`config.mk`:
```
export PLATFORM = sky130hd
export DESIGN_NAME = decode_stage
export DESIGN_NICKNAME = d
export VERILOG_FILES = /design/src/logic/decode_pkg.sv /design/src/logic/control_unit.sv /design/src/logic/branch_resolver.sv /design/src/logic/signal_mux.sv /design/src/logic/id_ex_reg.sv /design/src/logic/decode_stage.sv
export SDC_FILE = /design/constraint.sdc
export NUM_CORES = 1
export LEC_CHECK = 0
export ABC_CLOCK_PERIOD_IN_PS = 2020
export BUFFER_PORTS_ARGS = -buffer_cell sky130_fd_sc_hd__buf_2
export CAP_MARGIN = 20
export CORE_MARGIN = 4
export CORE_UTILIZATION = 25
export DETAILED_ROUTE_END_ITERATION = 10
export PLACE_DENSITY = 0.51
export SLEW_MARGIN = 20
export SYNTH_ARGS = -nofsm -noshare
export SYNTH_HDL_FRONTEND = slang
export SYNTH_SLANG_ARGS = --single-unit
```
`constraint.sdc`:
```
create_clock -name clk -period 2.02 [get_ports clk]
set_input_delay 0.404 -clock clk [delete_from_list [all_inputs] [get_ports clk]]
set_output_delay 0.404 -clock clk [all_outputs]
set_load 0.01 [all_outputs]
```
`src/logic/decode_pkg.sv`:
```
`default_nettype none

package decode_pkg;

    localparam int ISA_WIDTH           = 32;    // machine word
    localparam int ADDRESS_WIDTH       = 26;    // j and jal target field
    localparam int REG_FILE_ADDR_WIDTH = 5;     // 32 general registers
    localparam int SHIFT_AMOUNT_WIDTH  = 5;     // shamt field
    localparam int IMMEDIATE_WIDTH     = 16;    // i type immediate field
    localparam int OPCODE_WIDTH        = 6;
    localparam int FUNCT_WIDTH         = 6;
    localparam int ALU_OP_WIDTH        = 4;

    typedef logic [ISA_WIDTH-1:0]           isa_word_t;     // instruction, pc or operand
    typedef logic [REG_FILE_ADDR_WIDTH-1:0] reg_idx_t;
    typedef logic [SHIFT_AMOUNT_WIDTH-1:0]  shift_amt_t;
    typedef logic [OPCODE_WIDTH-1:0]        opcode_t;
    typedef logic [FUNCT_WIDTH-1:0]         funct_t;
    typedef logic [ALU_OP_WIDTH-1:0]        alu_op_t;

    // alu operation codes seen by execute
    localparam alu_op_t ALU_ADD = 4'd0;
    localparam alu_op_t ALU_SUB = 4'd1;     // also used for branch compare
    localparam alu_op_t ALU_AND = 4'd2;
    localparam alu_op_t ALU_OR  = 4'd3;
    localparam alu_op_t ALU_SLT = 4'd4;
    localparam alu_op_t ALU_SLL = 4'd5;
    localparam alu_op_t ALU_SRL = 4'd6;
    localparam alu_op_t ALU_NOP = 4'd15;    // bubble and unknown encodings

    localparam opcode_t OP_RTYPE = 6'h00;   // funct selects the operation
    localparam opcode_t OP_J     = 6'h02;
    localparam opcode_t OP_JAL   = 6'h03;
    localparam opcode_t OP_BEQ   = 6'h04;   // bit 0 clear, taken on equal
    localparam opcode_t OP_BNE   = 6'h05;   // bit 0 set, taken on not equal
    localparam opcode_t OP_ADDI  = 6'h08;
    localparam opcode_t OP_SLTI  = 6'h0a;
    localparam opcode_t OP_ANDI  = 6'h0c;   // 0011xx marks logical immediates
    localparam opcode_t OP_ORI   = 6'h0d;

    localparam funct_t FN_SLL = 6'h00;
    localparam funct_t FN_SRL = 6'h02;
    localparam funct_t FN_JR  = 6'h08;
    localparam funct_t FN_ADD = 6'h20;
    localparam funct_t FN_SUB = 6'h22;
    localparam funct_t FN_AND = 6'h24;
    localparam funct_t FN_OR  = 6'h25;
    localparam funct_t FN_SLT = 6'h2a;

    localparam reg_idx_t JAL_REG_IDX = 5'd31;   // link register written by jal

endpackage

`default_nettype wire

```
`src/logic/control_unit.sv`:
```
`timescale 1ns/100ps
`default_nettype none

module control_unit import decode_pkg::*; (
    input  isa_word_t id_instruction,       // current instruction from fetch
    output logic      i_type_instruction,   // addi, slti, andi, ori
    output logic      r_type_instruction,   // alu r type including shifts
    output logic      j_instruction,
    output logic      jr_instruction,
    output logic      jal_instruction,
    output logic      branch_instruction,   // beq or bne
    output logic      shift_instruction,    // sll or srl, rides with r type
    output alu_op_t   alu_op,
    output logic      reg_write_intent      // destination write wanted
);

    opcode_t opcode;
    funct_t  funct;

    assign opcode = id_instruction[ISA_WIDTH-1 -: OPCODE_WIDTH];
    assign funct  = id_instruction[FUNCT_WIDTH-1:0];

    always_comb begin
        i_type_instruction = 1'b0;     // unknown encodings leave all strobes low
        r_type_instruction = 1'b0;
        j_instruction      = 1'b0;
        jr_instruction     = 1'b0;
        jal_instruction    = 1'b0;
        branch_instruction = 1'b0;
        shift_instruction  = 1'b0;
        alu_op             = ALU_NOP;
        reg_write_intent   = 1'b0;
        case (opcode)
            OP_RTYPE: begin
                case (funct)
                    FN_ADD:  alu_op = ALU_ADD;
                    FN_SUB:  alu_op = ALU_SUB;
                    FN_AND:  alu_op = ALU_AND;
                    FN_OR:   alu_op = ALU_OR;
                    FN_SLT:  alu_op = ALU_SLT;
                    FN_SLL:  alu_op = ALU_SLL;
                    FN_SRL:  alu_op = ALU_SRL;
                    default: alu_op = ALU_NOP;     // jr and undefined functs
                endcase
                jr_instruction     = (funct == FN_JR);     // jr is its own class
                r_type_instruction = (alu_op != ALU_NOP);
                shift_instruction  = (funct == FN_SLL) || (funct == FN_SRL);
                reg_write_intent   = r_type_instruction;
            end
            OP_ADDI, OP_SLTI, OP_ANDI, OP_ORI: begin
                i_type_instruction = 1'b1;
                reg_write_intent   = 1'b1;     // result lands in rt
                case (opcode)
                    OP_SLTI: alu_op = ALU_SLT;
                    OP_ANDI: alu_op = ALU_AND;
                    OP_ORI:  alu_op = ALU_OR;
                    default: alu_op = ALU_ADD;
                endcase
            end
            OP_BEQ, OP_BNE: begin
                branch_instruction = 1'b1;
                alu_op             = ALU_SUB;  // compare only, no write
            end
            OP_J: begin
                j_instruction = 1'b1;
            end
            OP_JAL: begin
                jal_instruction  = 1'b1;
                alu_op           = ALU_ADD;    // pc + 4 into the link register
                reg_write_intent = 1'b1;
            end
            default: ;
        endcase
    end

    // downstream muxes rely on the classes never overlapping
    always_comb begin
        assert ($onehot0({i_type_instruction, r_type_instruction, branch_instruction,
                          j_instruction, jal_instruction, jr_instruction}))
            else $error("control_unit: more than one instruction class active");
    end

endmodule

`default_nettype wire

```
`src/logic/branch_resolver.sv`:
```
`timescale 1ns/100ps
`default_nettype none

module branch_resolver import decode_pkg::*; (
    input  isa_word_t id_instruction,          // current instruction
    input  isa_word_t id_reg_1,                // rs value from the register file
    input  isa_word_t id_reg_2,                // rt value from the register file
    output isa_word_t id_sign_extend_result,   // extended 16 bit immediate
    output logic      condition_satisfied      // branch condition holds
);

    opcode_t                    opcode;
    logic [IMMEDIATE_WIDTH-1:0] immediate;
    logic                       logical_imm;
    logic                       regs_equal;

    assign opcode    = id_instruction[ISA_WIDTH-1 -: OPCODE_WIDTH];
    assign immediate = id_instruction[IMMEDIATE_WIDTH-1:0];

    // andi and ori both start with 0011, everything else is signed
    assign logical_imm = (opcode[OPCODE_WIDTH-1 -: 4] == 4'b0011);

    always_comb begin
        if (logical_imm) begin
            id_sign_extend_result = {{(ISA_WIDTH-IMMEDIATE_WIDTH){1'b0}}, immediate};
        end else begin
            id_sign_extend_result = {{(ISA_WIDTH-IMMEDIATE_WIDTH){immediate[IMMEDIATE_WIDTH-1]}},
                                     immediate};
        end
    end

    assign regs_equal = (id_reg_1 == id_reg_2);   // full word compare

    // opcode bit 0 flips the sense, beq on equal and bne on not equal
    assign condition_satisfied = regs_equal ^ opcode[0];

endmodule

`default_nettype wire

```
`src/logic/signal_mux.sv`:
```
`timescale 1ns/100ps
`default_nettype none

module signal_mux import decode_pkg::*; (
    input  logic       clk,                      // only for the redirect check
    input  logic       rst_n,
    input  logic       i_type_instruction,       // class strobes from control_unit
    input  logic       r_type_instruction,
    input  logic       j_instruction,
    input  logic       jr_instruction,
    input  logic       jal_instruction,
    input  logic       branch_instruction,
    input  logic       shift_instruction,
    input  logic       condition_satisfied,      // from branch_resolver
    input  logic       id_no_op,                 // gap in the instruction stream
    output logic       pc_offset,                // taken branch, fetch adds offset
    output logic       pc_overload,              // jump, fetch loads a new pc
    input  isa_word_t  id_reg_1,                 // rs value
    input  isa_word_t  id_pc,
    input  shift_amt_t shift_amount,             // shamt field
    output isa_word_t  mux_operand_1,            // first alu operand
    input  isa_word_t  id_reg_2,                 // rt value
    input  isa_word_t  id_sign_extend_result,    // extended immediate
    output isa_word_t  mux_operand_2,            // second alu operand
    input  isa_word_t  id_instruction,           // source of the jump target
    output isa_word_t  pc_overload_value,
    input  reg_idx_t   id_reg_1_idx,             // rs field
    input  reg_idx_t   id_reg_2_idx,             // rt field
    input  reg_idx_t   id_reg_dest_idx,          // rd field
    output reg_idx_t   mux_reg_1_idx,
    output reg_idx_t   mux_reg_2_idx,
    output reg_idx_t   mux_reg_dest_idx,
    output logic       reg_1_valid,              // rs really read, for hazard logic
    output logic       reg_2_valid               // rt really read
);

    logic j_type_normal;   // j or jal, target taken from the instruction

    assign j_type_normal = j_instruction || jal_instruction;

    assign reg_1_valid = !(j_type_normal || shift_instruction);
    assign reg_2_valid = r_type_instruction || branch_instruction;

    assign pc_offset   = condition_satisfied && branch_instruction && !id_no_op;
    assign pc_overload = (j_type_normal || jr_instruction) && !id_no_op;

    // pseudo-direct target keeps the pc's upper four bits
    assign pc_overload_value = j_type_normal ?
                               {id_pc[ISA_WIDTH-1:ADDRESS_WIDTH+2],
                                id_instruction[ADDRESS_WIDTH-1:0],
                                2'b00} :
                               id_reg_1;   // jr jumps to rs

    assign mux_operand_1 = jal_instruction    ? id_pc                     :
                           shift_instruction  ? isa_word_t'(shift_amount) : id_reg_1;
    assign mux_operand_2 = i_type_instruction ? id_sign_extend_result     :
                           jal_instruction    ? isa_word_t'(4)            : id_reg_2;

    assign mux_reg_1_idx = reg_1_valid ? id_reg_1_idx : '0;   // index 0 never hazards
    assign mux_reg_2_idx = reg_2_valid ? id_reg_2_idx : '0;

    always_comb begin
        case ({i_type_instruction, branch_instruction || jr_instruction, jal_instruction})
            3'b100:  mux_reg_dest_idx = id_reg_2_idx;      // i type writes rt
            3'b010:  mux_reg_dest_idx = '0;                // branch and jr write nothing
            3'b001:  mux_reg_dest_idx = JAL_REG_IDX;
            default: mux_reg_dest_idx = id_reg_dest_idx;   // r type writes rd
        endcase
    end

    // fetch takes only one redirect per cycle
    assert property (@(posedge clk) disable iff (!rst_n) !(pc_offset && pc_overload))
        else $error("signal_mux: branch and jump redirect in the same cycle");

endmodule

`default_nettype wire

```
`src/logic/id_ex_reg.sv`:
```
`timescale 1ns/100ps
`default_nettype none

module id_ex_reg import decode_pkg::*; (
    input  logic      clk,
    input  logic      rst_n,
    input  logic      id_no_op,            // gap from fetch
    input  logic      instruction_active,  // some class strobe is high
    input  logic      reg_write_intent,
    input  alu_op_t   alu_op,
    input  isa_word_t mux_operand_1,
    input  isa_word_t mux_operand_2,
    input  reg_idx_t  mux_reg_1_idx,
    input  reg_idx_t  mux_reg_2_idx,
    input  reg_idx_t  mux_reg_dest_idx,
    output logic      ex_valid,            // execute holds a real instruction
    output logic      ex_reg_write,
    output alu_op_t   ex_alu_op,
    output isa_word_t ex_operand_1,
    output isa_word_t ex_operand_2,
    output reg_idx_t  ex_reg_1_idx,
    output reg_idx_t  ex_reg_2_idx,
    output reg_idx_t  ex_reg_dest_idx
);

    logic bubble;
    logic write_enable;

    assign bubble       = id_no_op || !instruction_active;
    assign write_enable = reg_write_intent && (mux_reg_dest_idx != '0);   // $0 stays zero

    always_ff @(posedge clk) begin
        if (!rst_n) begin
            ex_valid        <= 1'b0;
            ex_reg_write    <= 1'b0;
            ex_alu_op       <= '0;
            ex_operand_1    <= '0;
            ex_operand_2    <= '0;
            ex_reg_1_idx    <= '0;
            ex_reg_2_idx    <= '0;
            ex_reg_dest_idx <= '0;
        end else begin
            ex_valid        <= !bubble;
            ex_reg_write    <= !bubble && write_enable;
            ex_alu_op       <= bubble ? ALU_NOP : alu_op;   // bubble does nothing in execute
            ex_operand_1    <= mux_operand_1;
            ex_operand_2    <= mux_operand_2;
            ex_reg_1_idx    <= mux_reg_1_idx;
            ex_reg_2_idx    <= mux_reg_2_idx;
            ex_reg_dest_idx <= mux_reg_dest_idx;
        end
    end

    assert property (@(posedge clk) disable iff (!rst_n) ex_reg_write |-> ex_valid)
        else $error("id_ex_reg: register write from a bubble");

endmodule

`default_nettype wire

```
`src/logic/decode_stage.sv`:
```
`timescale 1ns/100ps
`default_nettype none

module decode_stage import decode_pkg::*; (
    input  logic      clk,
    input  logic      rst_n,
    input  isa_word_t id_instruction,     // from fetch
    input  isa_word_t id_pc,
    input  logic      id_no_op,           // fetch gap
    input  isa_word_t id_reg_1,           // register file read ports
    input  isa_word_t id_reg_2,
    output logic      pc_offset,          // same-cycle redirects to fetch
    output logic      pc_overload,
    output isa_word_t pc_offset_value,
    output isa_word_t pc_overload_value,
    output logic      reg_1_valid,        // to hazard logic
    output logic      reg_2_valid,
    output logic      ex_valid,           // registered execute-stage bundle
    output logic      ex_reg_write,
    output alu_op_t   ex_alu_op,
    output isa_word_t ex_operand_1,
    output isa_word_t ex_operand_2,
    output reg_idx_t  ex_reg_1_idx,
    output reg_idx_t  ex_reg_2_idx,
    output reg_idx_t  ex_reg_dest_idx
);

    logic       i_type_instruction;
    logic       r_type_instruction;
    logic       j_instruction;
    logic       jr_instruction;
    logic       jal_instruction;
    logic       branch_instruction;
    logic       shift_instruction;
    logic       instruction_active;
    logic       reg_write_intent;
    logic       condition_satisfied;
    alu_op_t    alu_op;
    isa_word_t  id_sign_extend_result;
    isa_word_t  mux_operand_1;
    isa_word_t  mux_operand_2;
    shift_amt_t shift_amount;
    reg_idx_t   id_reg_1_idx;
    reg_idx_t   id_reg_2_idx;
    reg_idx_t   id_reg_dest_idx;
    reg_idx_t   mux_reg_1_idx;
    reg_idx_t   mux_reg_2_idx;
    reg_idx_t   mux_reg_dest_idx;

    assign id_reg_1_idx    = id_instruction[25:21];   // rs
    assign id_reg_2_idx    = id_instruction[20:16];   // rt
    assign id_reg_dest_idx = id_instruction[15:11];   // rd
    assign shift_amount    = id_instruction[10:6];

    assign instruction_active = i_type_instruction || r_type_instruction || j_instruction ||
                                jr_instruction || jal_instruction || branch_instruction ||
                                shift_instruction;

    // branch displacement comes straight from the extender, operand 2 carries rt
    assign pc_offset_value = id_sign_extend_result;

    // every net above carries the same name as the ports it joins
    control_unit    u_control_unit    (.*);
    branch_resolver u_branch_resolver (.*);
    signal_mux      u_signal_mux      (.*);
    id_ex_reg       u_id_ex_reg       (.*);

endmodule

`default_nettype wire

```
After elaboration in Yosys (flattened, before gate mapping)

Index checks and enable logic that the tools add are counted.

Equality and inequality tests: 21
Mux-type cells: 20
Bitwise gates (word level): 2
Reductions and logical operators: 30

Operators with widths:

| cell               | count |
|---|---|
| $mux 32            | 6 |
| $eq 32x32->1       | 1 |
| $eq 6x4->1 const B | 5 |
| $eq 6x6->1 const B | 5 |
| $pmux 4 s7         | 1 |
| $eq 6x2->1 const B | 3 |
| $pmux 4 s4         | 1 |
| $pmux 5 s3         | 1 |
| $logic_or 1x1->1   | 13 |
| $eq 6x3->1 const B | 2 |
| $logic_not 6->1    | 2 |
| $pmux 3 s3         | 1 |
| $mux 4             | 2 |
| $mux 1             | 7 |
| $logic_and 1x1->1  | 5 |
| $reduce_bool 5->1  | 1 |
| $reduce_or 5->1    | 1 |
| $eq 4x2->1 const B | 1 |
| $logic_not 1->1    | 4 |
| $ne 4x4->1 const B | 1 |
| $reduce_or 2->1    | 2 |
| $reduce_or 4->1    | 1 |
| $eq 3x1->1 const B | 1 |
| $eq 3x2->1 const B | 1 |
| 5 further kinds    | 5 |

Register bits after elaboration: 85
Input bits: 131
Word-level logic and storage cells: 81

Logic depth before layout (Yosys ltp)

Depth after elaboration: 15
Gate-level depth with buffers: 8
Depth with buffers taken out: 5

By module

A second synthesis with hierarchy kept.

Cells, all modules: 485
Area, all modules: 4604.4 µm²

Modules (own cells, without submodules):

| module          | instances | cells an instance | area an instance (µm²) | sequential area each (µm²) |
|---|---|---|---|---|
| id_ex_reg       | 1         | 181               | 2294.7                 | 1701.6 |
| signal_mux      | 1         | 175               | 1403.8                 | 0.0 |
| branch_resolver | 1         | 77                | 600.6                  | 0.0 |
| control_unit    | 1         | 49                | 290.3                  | 0.0 |
| decode_stage    | 1         | 3                 | 15.0                   | 0.0 |

Worst setup path after synthesis

No wires, ideal clock.

Kind: input to output
Start: input id_reg_2[0]
End: output pc_offset
Data arrival time: 1.758 ns
Setup slack: -0.142 ns
Stages: 5
Cells stage by stage: xor2_1 nor4_1 nand2_1 or4_1 a211oi_1

Cells in the longest elaborated chain, start to end: 4

Ends and longest elaborated chain:

| element                        | line                  | source |
|---|---|---|
| start, declared                | decode_stage.sv:11    | `input isa_word_t id_reg_2,` |
| $eq 32x32->1                   | branch_resolver.sv:32 | `assign regs_equal = (id_reg_1 == id_reg_2);` |
| $xor 1x1->1                    | branch_resolver.sv:35 | `assign condition_satisfied = regs_equal ^ opcode[0];` |
| $logic_and 1x1->1 (2 in a row) | signal_mux.sv:44      | `assign pc_offset = condition_satisfied && branch_instruction && !id_no_op;` |
| end, declared                  | decode_stage.sv:12    | `output logic pc_offset,` |

No other way between the ends.

Worst setup path after layout

Start: input id_reg_1[25]
End: output pc_offset

Cells in the longest elaborated chain, start to end: 4

Ends and longest elaborated chain:

| element                        | line                  | source |
|---|---|---|
| start, declared                | decode_stage.sv:10    | `input isa_word_t id_reg_1,` |
| $eq 32x32->1                   | branch_resolver.sv:32 |  |
| $xor 1x1->1                    | branch_resolver.sv:35 |  |
| $logic_and 1x1->1 (2 in a row) | signal_mux.sv:44      |  |

No other way between the ends.

==> reports/metrics.cfg <==
[route]
drcViolationCount=0
dr_total_vias=4609
ant_nets=0
drtPass1Iterations=4
via_per_inst=4.51
drt-initial-drc-count=157
totalWireLength_um=18700
wire_per_inst_um=18.3

[floorplan]
die_x_um=140
die_height_um=140
core.rowCount=48
start_util=0.254
die-area_um2=19700
num_io_pins=284
core_um2=17200

[final_layout]
final_cell_mix=buf_2 (262), dfxtp_1 (85), nand2_1 (76), buf_4 (66), a21boi_0 (37)
drive_gt1_frac=0.530
multiInputGateArea_um2=2500
layout-area-overhead-vs-synth_pct=57.1
layout_commonest_cell=buf_2
nFillCells=1774
regArea_um2=1700
final_cells=1021
fin_nets=923
antenna_cells=0
finish.instance_area_um2=6890

[clocking]
ctsRootBufferMaster=clkbuf_16
cts-htree-levels=3
clk_pin_slew_ns=0.06
numCtsBuffers=9
holdBufCountCts=0
cts.sinks=85
cts_buffer_depth=2
cts_tree=yes

[synth]
syn_area_per_cell_um2=8.91
synth_seq_cells=85
synthArstFlopShare=0
synthesis.area_um2=4390
synth_flop_cell=dfxtp_1
yosysSeqAreaShare=0.388
syn-num-nets=623
synth_top_area_frac=0.388
synth.area.top_cells=dfxtp_1 (39%), mux2_2 (7.4%), nand2_1 (6.7%)
synthCells=492
synthDistinctLibCells=49
yosysWarnings=0
yosys.area.top_type=dfxtp_1
synth_edf_count=0

[hold_path]
hold_class=in2reg

[placed_design]
portBuffers=283
dp_hpwl_um=14800
placedCellCount=1002
place_area_um2=6270
place.gp.congestion=0.841

[setup_path]
crit_path_start_kind=input pin
arrival_ns=2.10
cp.required_ns=1.62
end_kind=primary output
slowest_stage=or4_4
crit_chain=buf_6 > xor2_2 > nor4_4 > nand2_1 > or4_4 > a211oi_4 > buf_2
max_stage_delay_ns=0.56
critPathKind=in2out
crit_path_max_fanout=3

[power]
total_power_mw=4.37
vdd_ir_drop_max_mv=0.386
p_leak_nw=3.43
p_per_area_nw_per_um2=634

[sta]
hold_viol=0
max_slew.worst_pin.slew_ns=0.512
report.final.slew_viol_count=0
slew_headroom=0.658
fmax_ghz=0.399
final-setup-viol-count=1
final.min_clock_period_ns=2.50
period_share=1.24
rsz0062_at_grt=yes
setup_ws_ns=-0.484
tns_ns=-0.484

[run]
maxCapViolations=0

[status]
violations=setup timing
status=finished with violations

[global_route]
grt.overflow.total=0
grt_max_degree=30
track_usage=0.184
grt_pass1_wl_um=27800
grt_pass1_vias=4614
antenna_found_initial=0

## flip-flops by register name, indices dropped and copies added, names as in the netlist
register	count
u_id_ex_reg.ex_reg_2_idx	5
u_id_ex_reg.ex_reg_dest_idx	5
u_id_ex_reg.ex_valid	1
u_id_ex_reg.ex_operand_2	32
u_id_ex_reg.ex_operand_1	32
u_id_ex_reg.ex_reg_1_idx	5
u_id_ex_reg.ex_reg_write	1
u_id_ex_reg.ex_alu_op	4
## what timing repair did
item                                    in CTS  in global routing
endpoints found under the setup margin      24                 32
resized for setup                           26                 34
pin swaps                                    9                 12
buffers inserted                             3                  1
## worst max-delay path: cells and delay by family
kind | cells | cell delay (ns)
AND/OR/NAND/NOR | 3 | 1.01
buffers and inverters | 2 | 0.28
AO/OA/AOI/OAI | 1 | 0.24
XOR/XNOR | 1 | 0.18
## power by group
group,internal (mW),switching (mW),total [mW]
registers,1.77,0.0212,1.79
clock network,0.857,0.723,1.58
logic,0.467,0.530,0.997
## synth_stat cells, drive strengths merged, types with 3 or more instances
cell type and n:
mux2 29, nand2 78, nand3 3, a21boi 49, dfxtp 85, or4 4, xor2 32, mux2i 5
o211a 3, inv 3, a211oi 4, a22oi 16, clkbuf 19, nor4 10, nor2 10, buf 44
nand2b 4, and2 15, a21oi 14, nor2b 18, o21ai 18
## area by class of cell
class,count,share of cell area
flip-flops and latches,85,0.247
inverters,3,0.00163
clock buffers,11,0.0352
clock inverters,4,0.00363
repair buffers,352,0.308
well taps,225,0.0409
multi-input cells,341,0.364
## metal layers
layer	wire length (um)	track usage
met1	8260	0.242
met4	211	0.0372
met5	0	0
met3	1520	0.0594
met2	8750	0.298
## cell families after synthesis
kind of cell	count (synthesis)	share of synthesized area
DFF	85	0.388
and+or+nand+nor	156	0.180
AOI/OAI and AO/OA	119	0.193
xor gates and xnor gates	32	0.0639
muxes	34	0.0859
buffers and inverters	66	0.0887
## metrics by stage
step / hold WS (ns) / setup slack [ns] / utilization
after floorplan: 0.526 / -0.0416 / -
after global placement: 0.619 / -0.727 / 0.364
after detailed placement: 0.622 / -0.728 / 0.364
after CTS: 0.253 / -0.546 / 0.389
after global routing: 0.266 / -0.531 / 0.400
final: 0.266 / -0.484 / 0.400
## final timing paths
kind / to / slack [ns] / cells after the start / from
worst max-delay path: pc_offset / -0.48 / 7 / id_reg_1[25]
worst min-delay path: u_id_ex_reg.ex_reg_1_idx[2]$_SDFF_PP0_ / 0.27 / 2 / id_instruction[23]
(Power assumes the default switching activity.)
